[config.mk]
export PLATFORM = sky130hd
export DESIGN_NAME = dotEngine
export DESIGN_NICKNAME = d
export VERILOG_FILES = /design/src/dotPkg.sv /design/src/asymRamReadWide.sv /design/src/dotCombiner.sv /design/src/requestControl.sv /design/src/dotEngine.sv
export SDC_FILE = /design/constraint.sdc
export NUM_CORES = 2
export LEC_CHECK = 0
export CORE_MARGIN = 1
export CORE_UTILIZATION = 25
export CTS_CLUSTER_SIZE = 24
export DETAILED_ROUTE_END_ITERATION = 10
export DONT_BUFFER_PORTS = 1
export GPL_TIMING_DRIVEN = 0
export SLEW_MARGIN = 20
export SYNTH_ARGS = -nofsm -noshare
export SYNTH_HDL_FRONTEND = slang
export SYNTH_HIERARCHICAL = 1
export SYNTH_SLANG_ARGS = --single-unit
[constraint.sdc]
create_clock -name clkA -period 6.67 [get_ports clkA]
set_clock_uncertainty 0.1 [all_clocks]
set_input_delay 0.3335 -clock clkA [delete_from_list [all_inputs] [get_ports clkA]]
set_output_delay 0.3335 -clock clkA [all_outputs]
set_load 0.03 [all_outputs]
[src/dotPkg.sv]
`default_nettype none

package dotPkg;

  // ##########################################################################
  // Lane and row geometry
  // ##########################################################################

  localparam int LANE_BITS = 8;                      // Width of one lane.
  localparam int LANES = 4;                          // Lanes per wide row.
  localparam int LANE_SEL_BITS = $clog2(LANES);      // Low load address bits pick the lane.

  // Four signed 16-bit products need two more bits for the sum.
  localparam int RESULT_BITS = 18;

  // ##########################################################################
  // Lane decoding
  // ##########################################################################

  // One stored lane, seen as a signed weight or as an unsigned pixel.
  typedef union packed {
    logic signed [LANE_BITS-1:0] weight;             // Signed coefficient.
    logic [LANE_BITS-1:0] pixel;                     // Unsigned sample.
  } laneWord_u;

  // Load target select.
  localparam logic TARGET_WEIGHT = 1'b0;
  localparam logic TARGET_PIXEL = 1'b1;

endpackage

`default_nettype wire

[src/asymRamReadWide.sv]
`timescale 1ns/1ps
`default_nettype none

module asymRamReadWide import dotPkg::*; #(
  parameter int ROWS = 16,
  parameter int LATENCY = 1
) (
  input  logic clkA,
  input  logic arstN,
  input  logic wrEn,
  input  logic [$clog2(ROWS)+LANE_SEL_BITS-1:0] wrAddr,
  input  logic [LANE_BITS-1:0] wrData,
  input  logic rdEn,
  input  logic [$clog2(ROWS)-1:0] rdRow,
  output logic [LANES*LANE_BITS-1:0] rdData
);

  localparam int ROW_BITS = $clog2(ROWS);
  localparam int ROW_WIDTH = LANES * LANE_BITS;

  logic [ROW_WIDTH-1:0] mem [ROWS];
  logic [ROW_BITS-1:0] wrRow;
  logic [LANE_SEL_BITS-1:0] wrLane;
  logic [LANES-1:0] laneMask;
  logic [ROW_WIDTH-1:0] firstStage;

  // ##########################################################################
  // Narrow write port
  // ##########################################################################

  assign wrRow = wrAddr[ROW_BITS+LANE_SEL_BITS-1:LANE_SEL_BITS];  // Row number.
  assign wrLane = wrAddr[LANE_SEL_BITS-1:0];                       // Lane within the row.

  always_comb begin
    laneMask = '0;
    laneMask[wrLane] = wrEn;                         // One lane enabled per write.
  end

  initial begin
    for (int row = 0; row < ROWS; row++) begin
      mem[row] = '0;                                 // Unloaded rows read as zero.
    end
  end

  // Only the masked lane changes, the rest of the row keeps its contents.
  always_ff @(posedge clkA) begin
    for (int lane = 0; lane < LANES; lane++) begin
      if (laneMask[lane]) begin
        mem[wrRow][lane*LANE_BITS +: LANE_BITS] <= wrData;
      end
    end
  end

  // ##########################################################################
  // Wide read port and latency pipeline
  // ##########################################################################

  always_ff @(posedge clkA) begin
    if (rdEn) begin
      firstStage <= mem[rdRow];                      // Registered RAM output.
    end
  end

  generate
    if (LATENCY > 1) begin : gDelay
      logic [LATENCY-2:0] advance;                   // Read enable, delayed per stage.
      logic [ROW_WIDTH-1:0] delayStage [LATENCY-1];

      always_ff @(posedge clkA or negedge arstN) begin
        if (!arstN) begin
          advance <= '0;
          for (int stage = 0; stage < LATENCY - 1; stage++) begin
            delayStage[stage] <= '0;
          end
        end else begin
          advance[0] <= rdEn;
          for (int stage = 1; stage < LATENCY - 1; stage++) begin
            advance[stage] <= advance[stage-1];
          end
          if (advance[0]) begin
            delayStage[0] <= firstStage;
          end
          for (int stage = 1; stage < LATENCY - 1; stage++) begin
            if (advance[stage]) begin
              delayStage[stage] <= delayStage[stage-1];
            end
          end
        end
      end

      assign rdData = delayStage[LATENCY-2];         // Row appears LATENCY cycles after rdEn.
    end else begin : gDirect
      assign rdData = firstStage;
    end
  endgenerate

endmodule

`default_nettype wire

[src/dotCombiner.sv]
`timescale 1ns/1ps
`default_nettype none

module dotCombiner import dotPkg::*; #(
  parameter int W_LATENCY = 2,
  parameter int P_LATENCY = 1
) (
  input  logic clkA,
  input  logic arstN,
  input  logic rdEn,
  input  logic [LANES*LANE_BITS-1:0] weightRow,
  input  logic [LANES*LANE_BITS-1:0] pixelRow,
  output logic resultValid,
  output logic signed [RESULT_BITS-1:0] resultData
);

  localparam int ROW_WIDTH = LANES * LANE_BITS;
  localparam int PROD_BITS = 2 * LANE_BITS;
  localparam int MAX_LAT = (W_LATENCY > P_LATENCY) ? W_LATENCY : P_LATENCY;
  localparam int SKEW = (W_LATENCY > P_LATENCY) ? (W_LATENCY - P_LATENCY)
                                                : (P_LATENCY - W_LATENCY);

  logic [MAX_LAT+1:0] validPipe;
  logic [ROW_WIDTH-1:0] weightAligned;
  logic [ROW_WIDTH-1:0] pixelAligned;
  laneWord_u weightLane [LANES];
  laneWord_u pixelLane [LANES];
  logic signed [PROD_BITS-1:0] product [LANES];
  logic signed [RESULT_BITS-1:0] sumNext;

  // ##########################################################################
  // Bank alignment
  // ##########################################################################

  generate
    if (SKEW == 0) begin : gNoSkew
      assign weightAligned = weightRow;
      assign pixelAligned = pixelRow;
    end else begin : gSkew
      logic [ROW_WIDTH-1:0] fastRow;
      logic [ROW_WIDTH-1:0] skewStage [SKEW];

      assign fastRow = (W_LATENCY < P_LATENCY) ? weightRow : pixelRow;  // Earlier bank.

      always_ff @(posedge clkA or negedge arstN) begin
        if (!arstN) begin
          for (int stage = 0; stage < SKEW; stage++) begin
            skewStage[stage] <= '0;
          end
        end else begin
          skewStage[0] <= fastRow;
          for (int stage = 1; stage < SKEW; stage++) begin
            skewStage[stage] <= skewStage[stage-1];
          end
        end
      end

      if (W_LATENCY < P_LATENCY) begin : gDelayWeight
        assign weightAligned = skewStage[SKEW-1];
        assign pixelAligned = pixelRow;
      end else begin : gDelayPixel
        assign weightAligned = weightRow;
        assign pixelAligned = skewStage[SKEW-1];
      end
    end
  endgenerate

  // ##########################################################################
  // Multiply and sum
  // ##########################################################################

  always_comb begin
    for (int lane = 0; lane < LANES; lane++) begin
      weightLane[lane] = weightAligned[lane*LANE_BITS +: LANE_BITS];
      pixelLane[lane] = pixelAligned[lane*LANE_BITS +: LANE_BITS];
    end
  end

  // Pixels get a zero sign bit so the product stays signed.
  always_ff @(posedge clkA) begin
    if (validPipe[MAX_LAT-1]) begin
      for (int lane = 0; lane < LANES; lane++) begin
        product[lane] <= weightLane[lane].weight * $signed({1'b0, pixelLane[lane].pixel});
      end
    end
  end

  always_comb begin
    sumNext = '0;
    for (int lane = 0; lane < LANES; lane++) begin
      sumNext = sumNext + RESULT_BITS'(product[lane]);  // Sign-extended before adding.
    end
  end

  always_ff @(posedge clkA or negedge arstN) begin
    if (!arstN) begin
      validPipe <= '0;
      resultData <= '0;
    end else begin
      validPipe <= {validPipe[MAX_LAT:0], rdEn};       // Tracks the read through both banks.
      if (validPipe[MAX_LAT]) begin
        resultData <= sumNext;
      end
    end
  end

  assign resultValid = validPipe[MAX_LAT+1];          // One cycle per read.

endmodule

`default_nettype wire

[src/requestControl.sv]
`timescale 1ns/1ps
`default_nettype none

module requestControl import dotPkg::*; (
  input  logic clkA,
  input  logic arstN,
  input  logic loadValid,
  input  logic loadTarget,
  output logic loadReady,
  output logic weightWrEn,
  output logic pixelWrEn,
  input  logic req,
  output logic ack,
  output logic rdEn,
  input  logic resultValid,
  input  logic signed [RESULT_BITS-1:0] resultData,
  output logic signed [RESULT_BITS-1:0] resultHeld
);

  localparam logic [1:0] STATE_IDLE = 2'd0;
  localparam logic [1:0] STATE_READING = 2'd1;
  localparam logic [1:0] STATE_ACKING = 2'd2;
  localparam logic [1:0] STATE_RELEASING = 2'd3;

  logic [1:0] state;
  logic [1:0] stateNext;
  logic loadAccept;
  logic issueRead;

  // ##########################################################################
  // Load gating
  // ##########################################################################

  // Loads are taken only while nothing is requested or in flight.
  assign loadReady = (state == STATE_IDLE) && !req && !ack;
  assign loadAccept = loadValid && loadReady;

  assign weightWrEn = loadAccept && (loadTarget == TARGET_WEIGHT);
  assign pixelWrEn = loadAccept && (loadTarget == TARGET_PIXEL);

  // ##########################################################################
  // Request FSM
  // ##########################################################################

  assign issueRead = (state == STATE_IDLE) && req;

  always_comb begin
    stateNext = state;
    case (state)
      STATE_IDLE: begin
        if (req) begin
          stateNext = STATE_READING;
        end
      end
      STATE_READING: begin
        if (resultValid) begin
          stateNext = STATE_ACKING;                  // Result captured at this edge.
        end
      end
      STATE_ACKING: begin
        if (!req) begin
          stateNext = STATE_RELEASING;
        end
      end
      default: begin
        stateNext = STATE_IDLE;                      // One idle cycle after ack falls.
      end
    endcase
  end

  always_ff @(posedge clkA or negedge arstN) begin
    if (!arstN) begin
      state <= STATE_IDLE;
      rdEn <= 1'b0;
      resultHeld <= '0;
    end else begin
      state <= stateNext;
      rdEn <= issueRead;                             // Single-cycle pulse to both banks.
      if ((state == STATE_READING) && resultValid) begin
        resultHeld <= resultData;
      end
    end
  end

  // Held high until the host drops req.
  assign ack = (state == STATE_ACKING);

endmodule

`default_nettype wire

[src/dotEngine.sv]
`timescale 1ns/1ps
`default_nettype none

module dotEngine import dotPkg::*; #(
  parameter int ROWS = 16,
  parameter int W_LATENCY = 2,
  parameter int P_LATENCY = 1
) (
  input  logic clkA,
  input  logic arstN,
  input  logic loadValid,
  input  logic loadTarget,
  input  logic [$clog2(ROWS)+LANE_SEL_BITS-1:0] loadAddr,
  input  logic [LANE_BITS-1:0] loadData,
  output logic loadReady,
  input  logic req,
  input  logic [$clog2(ROWS)-1:0] rowW,
  input  logic [$clog2(ROWS)-1:0] rowP,
  output logic ack,
  output logic signed [RESULT_BITS-1:0] resultData
);

  localparam int ROW_WIDTH = LANES * LANE_BITS;

  logic weightWrEn;
  logic pixelWrEn;
  logic rdEn;
  logic [ROW_WIDTH-1:0] weightRow;
  logic [ROW_WIDTH-1:0] pixelRow;
  logic combValid;
  logic signed [RESULT_BITS-1:0] combData;

  // ##########################################################################
  // Control
  // ##########################################################################

  requestControl requestControl_inst (
    .clkA        (clkA),
    .arstN       (arstN),
    .loadValid   (loadValid),
    .loadTarget  (loadTarget),
    .loadReady   (loadReady),
    .weightWrEn  (weightWrEn),
    .pixelWrEn   (pixelWrEn),
    .req         (req),
    .ack         (ack),
    .rdEn        (rdEn),
    .resultValid (combValid),
    .resultData  (combData),
    .resultHeld  (resultData)
  );

  // ##########################################################################
  // Banks
  // ##########################################################################

  asymRamReadWide #(
    .ROWS    (ROWS),
    .LATENCY (W_LATENCY)
  ) weightBank (
    .clkA   (clkA),
    .arstN  (arstN),
    .wrEn   (weightWrEn),
    .wrAddr (loadAddr),
    .wrData (loadData),
    .rdEn   (rdEn),
    .rdRow  (rowW),
    .rdData (weightRow)
  );

  asymRamReadWide #(
    .ROWS    (ROWS),
    .LATENCY (P_LATENCY)
  ) pixelBank (
    .clkA   (clkA),
    .arstN  (arstN),
    .wrEn   (pixelWrEn),
    .wrAddr (loadAddr),
    .wrData (loadData),
    .rdEn   (rdEn),
    .rdRow  (rowP),
    .rdData (pixelRow)
  );

  // ##########################################################################
  // Dot product
  // ##########################################################################

  dotCombiner #(
    .W_LATENCY (W_LATENCY),
    .P_LATENCY (P_LATENCY)
  ) dotCombiner_inst (
    .clkA        (clkA),
    .arstN       (arstN),
    .rdEn        (rdEn),
    .weightRow   (weightRow),
    .pixelRow    (pixelRow),
    .resultValid (combValid),
    .resultData  (combData)
  );

endmodule

`default_nettype wire

==> metrics.txt <==
Fin. Hold Viols=0; relative slew slack=0.267; overall power=33.2 mW; ANT nets after route=0; pwr/cell area=510 mW/mm^2; Post-CTS Setup Bufs=0; Clock Latency Late Sink=0.77 ns; RSZ-0062 raised after global routing=false; DRT Pass-1 Iters=5; GRT Total Usage=0.111; H-tree Lvls=4; type of origin of the critical path=flip-flop; CTS buffer count=135; Pleak=22.2 nW; starting density of the core=0.251; Setup CP Type=reg -> reg; synth unique cells=62; Primary FF master, synth=edfxtp_1; HPWL after DPL=85.0 mm; Setup WS pre-CTS=1.70 ns; Synth Cell Area=0.0565 mm^2; Final min period=4.96 ns; Seq/Total Area, Yosys=0.660; Mapped Nets=3609; Setup-failing EPs final=0; clk root buf=clkbuf_16; clock slew at reported path FFs=0.06 ns; Post-Syn Area per Cell=17.5 um^2; hold buffers post-CTS=21; aggregate global routing overflow=0; Die H=477 um; routed wire length=128 mm; area grow syn2layout=15.3%; filler cell count in the final layout=22100; WL/cell=19.7 um; antenna violations before repair=4; DR iter-0 viols=2119; peak fanout along the critical path=9; Resize count post-CTS=0; Slew Limit Fails=0; #FFs+latches synth=1260; CP required=7.04 ns; largest net degree at the start of global routing=129; first-pass GRT wire length=191 mm; placed inst area=0.0603 mm^2; Tcrit/Tclk final=0.744; Peak VDD IR=0.000525 V; outcome=complete, no violations; share of layout cells above drive strength 1=0.165; Top-Level Pins=47; cell row count=174; Post-synth EDFFs=1152; Gate Count Post-Synth=3220; number of clock sinks=1260; total vias in the final route=28600; final setup TNS=0 ns; Max-Cap Viols=0; CTS tree=done; Worst Setup End Kind=flip-flop; Port Buf Inserts=0; Vias/cell=4.41; core area=0.225 mm^2; WP data arrival=5.33 ns; ys async rst share=0.0857; RePlAce Congestion=0.773; Layout Nets=3770; vias in the first global route=29300; Max Root-Sink Buffers=3; min-delay worst type=in -> reg; Fmax=201 MHz; die area=0.228 mm^2; Worst-Margin Slew=1.10 ns; Residual DRC=0; design area=0.0651 mm^2; warnings from Yosys=6; DIE WIDTH=477 um; Final WS setup=1.71 ns
==> stage by stage <==
step | hold slack (ns) | std cells | util
2_1_floorplan | -0.0621 | 3220 | -
4_1_cts | 0.00336 | 6477 | 0.290
6_report | 0.0373 | 6479 | 0.290
3_3_place_gp | -0.0509 | 6212 | 0.268
3_5_place_dp | -0.0509 | 6215 | 0.268
5_1_grt | 0.0468 | 6477 | 0.290
==> cells in the final DEF (no fill, tap or decap), types with 7 or more instances in the layout <==
cell	netlist	routed
nor3_1	10	10
nand2b_1	17	17
clkinv_2	0	19
inv_1	233	233
buf_2	16	16
a21oi_1	32	32
buf_1	21	21
xor2_1	12	12
mux2_2	52	52
edfxtp_1	1152	1152
buf_16	0	11
mux4_2	256	256
mux2_4	11	11
a211oi_1	8	8
o21a_1	9	9
dlygate4sd3_1	0	12
a21o_1	7	7
clkinv_1	0	22
nor2_1	186	186
nand2_1	168	168
clkbuf_1	51	79
and2_1	164	164
nand3_1	15	15
fa_1	181	181
a22oi_1	128	128
buf_4	18	18
nor2b_1	28	28
o21ai_0	30	30
clkinv_16	0	9
clkbuf_16	0	136
dfrtp_1	108	106
bufinv_16	0	10
xnor2_1	44	44
ha_1	181	181
==> cells by family after synthesis <==
family | after synthesis | share of synthesized area
and+or+nand+nor | 619 | 0.0530
adders and majority gates | 362 | 0.104
xor gates and xnor gates | 56 | 0.00869
DFF | 1260 | 0.660
muxes | 321 | 0.116
buffers and inverters | 340 | 0.0243
AOI/OAI and AO/OA | 262 | 0.0337
==> state kept, by name, indices dropped and copies added, names as in the netlist <==
| register | cells |
|---|---|
| pixelBank/mem | 512 |
| weightBank/mem | 512 |
| dotCombiner_inst/product | 64 |
| dotCombiner_inst/gSkew.skewStage | 32 |
| pixelBank/rdData | 32 |
| weightBank/firstStage | 32 |
| weightBank/rdData | 32 |
| dotCombiner_inst/resultData | 18 |
| requestControl_inst/resultHeld | 18 |
| dotCombiner_inst/validPipe | 4 |
| requestControl_inst/state | 2 |
| requestControl_inst/rdEn | 1 |
| weightBank/gDelay.advance | 1 |
==> critical path, cell delays in order (launching register included) <==
cell	delay (ns)
dfrtp_1	0.63
nand2_1	0.15
fa_1	0.53
fa_1	0.54
inv_1	0.05
fa_1	0.47
inv_1	0.05
fa_1	0.47
inv_1	0.04
ha_1	0.30
o21a_1	0.18
a2111oi_4	0.43
nor3_1	0.13
or3_1	0.38
a21oi_2	0.15
xnor2_1	0.07
==> synth_stat cells (all sizes together) (7+ instances only) <==
master / count / share of area
nor3: 10 / 0.00089
buf: 56 / 0.0054
clkbuf: 51 / 0.0034
a21o: 7 / 0.00093
xor2: 12 / 0.0019
a31oi: 7 / 0.00089
mux2: 63 / 0.013
a21oi: 34 / 0.0031
o21ai: 30 / 0.0027
fa: 181 / 0.064
and2: 164 / 0.018
a22oi: 128 / 0.017
edfxtp: 1152 / 0.61
mux4: 256 / 0.10
nand2: 169 / 0.011
inv: 233 / 0.015
dfrtp: 108 / 0.048
nand2b: 17 / 0.0019
ha: 181 / 0.040
nor2b: 30 / 0.0035
a211oi: 10 / 0.0015
o21a: 9 / 0.0012
xnor2: 44 / 0.0068
nor2: 186 / 0.012
nand3: 15 / 0.0013
==> report_power, final <==
part | total, mW | internal [mW] | switching [mW]
Sequential | 10.6 | 9.85 | 0.801
Combinational | 15.2 | 6.73 | 8.48
Clock | 7.37 | 4.22 | 3.16
Total | 33.2 | 20.8 | 12.4
==> per-layer routing <==
layer / part of all wire / vias up / global-route usage
met3: 0.066 / 165 / 0.0217
li1: - / 12500 / -
met2: 0.48 / 906 / 0.179
met4: 0.021 / 6 / 0.0312
met5: 0.00033 / - / 0
met1: 0.44 / 15000 / 0.152
==> cell type report <==
cell class	instances	area (um^2)	share of cell area
clock inverter	76	920	0.0141
sequential	1260	37300	0.573
multi-input combinational	1620	17800	0.274
inverter	233	875	0.0134
antenna	2	5.00	0.0000769
clock buffer	165	3520	0.0541
timing repair buffer	24	434	0.00667
buffer	107	497	0.00763
tap	2992	3740	0.0575
==> path summary, 6_finish.rpt <==
kind | slack, ns | cells past startpoint | start | endpoint
setup / recovery | 1.71 | 15 | weightBank/rdData[10]$_DFFE_PN0P_ | dotCombiner_inst/product[1][15]$_DFFE_PP_
hold / removal | 0.04 | 2 | loadAddr[2] | pixelBank/mem[7][13]$_DFFE_PP_
setup reg to reg | 1.71 | 15 | weightBank/rdData[10]$_DFFE_PN0P_ | dotCombiner_inst/product[1][15]$_DFFE_PP_
hold reg to reg | 0.24 | 0 | pixelBank/rdData[4]$_DFFE_PP_ | dotCombiner_inst/gSkew.skewStage[4]$_DFF_PN0_
max in group asynchronous | 5.85 | 2 | arstN | dotCombiner_inst/gSkew.skewStage[9]$_DFF_PN0_
min in group asynchronous | 0.14 | 2 | arstN | dotCombiner_inst/validPipe[2]$_DFF_PN0_
(Power assumes the default switching activity.)
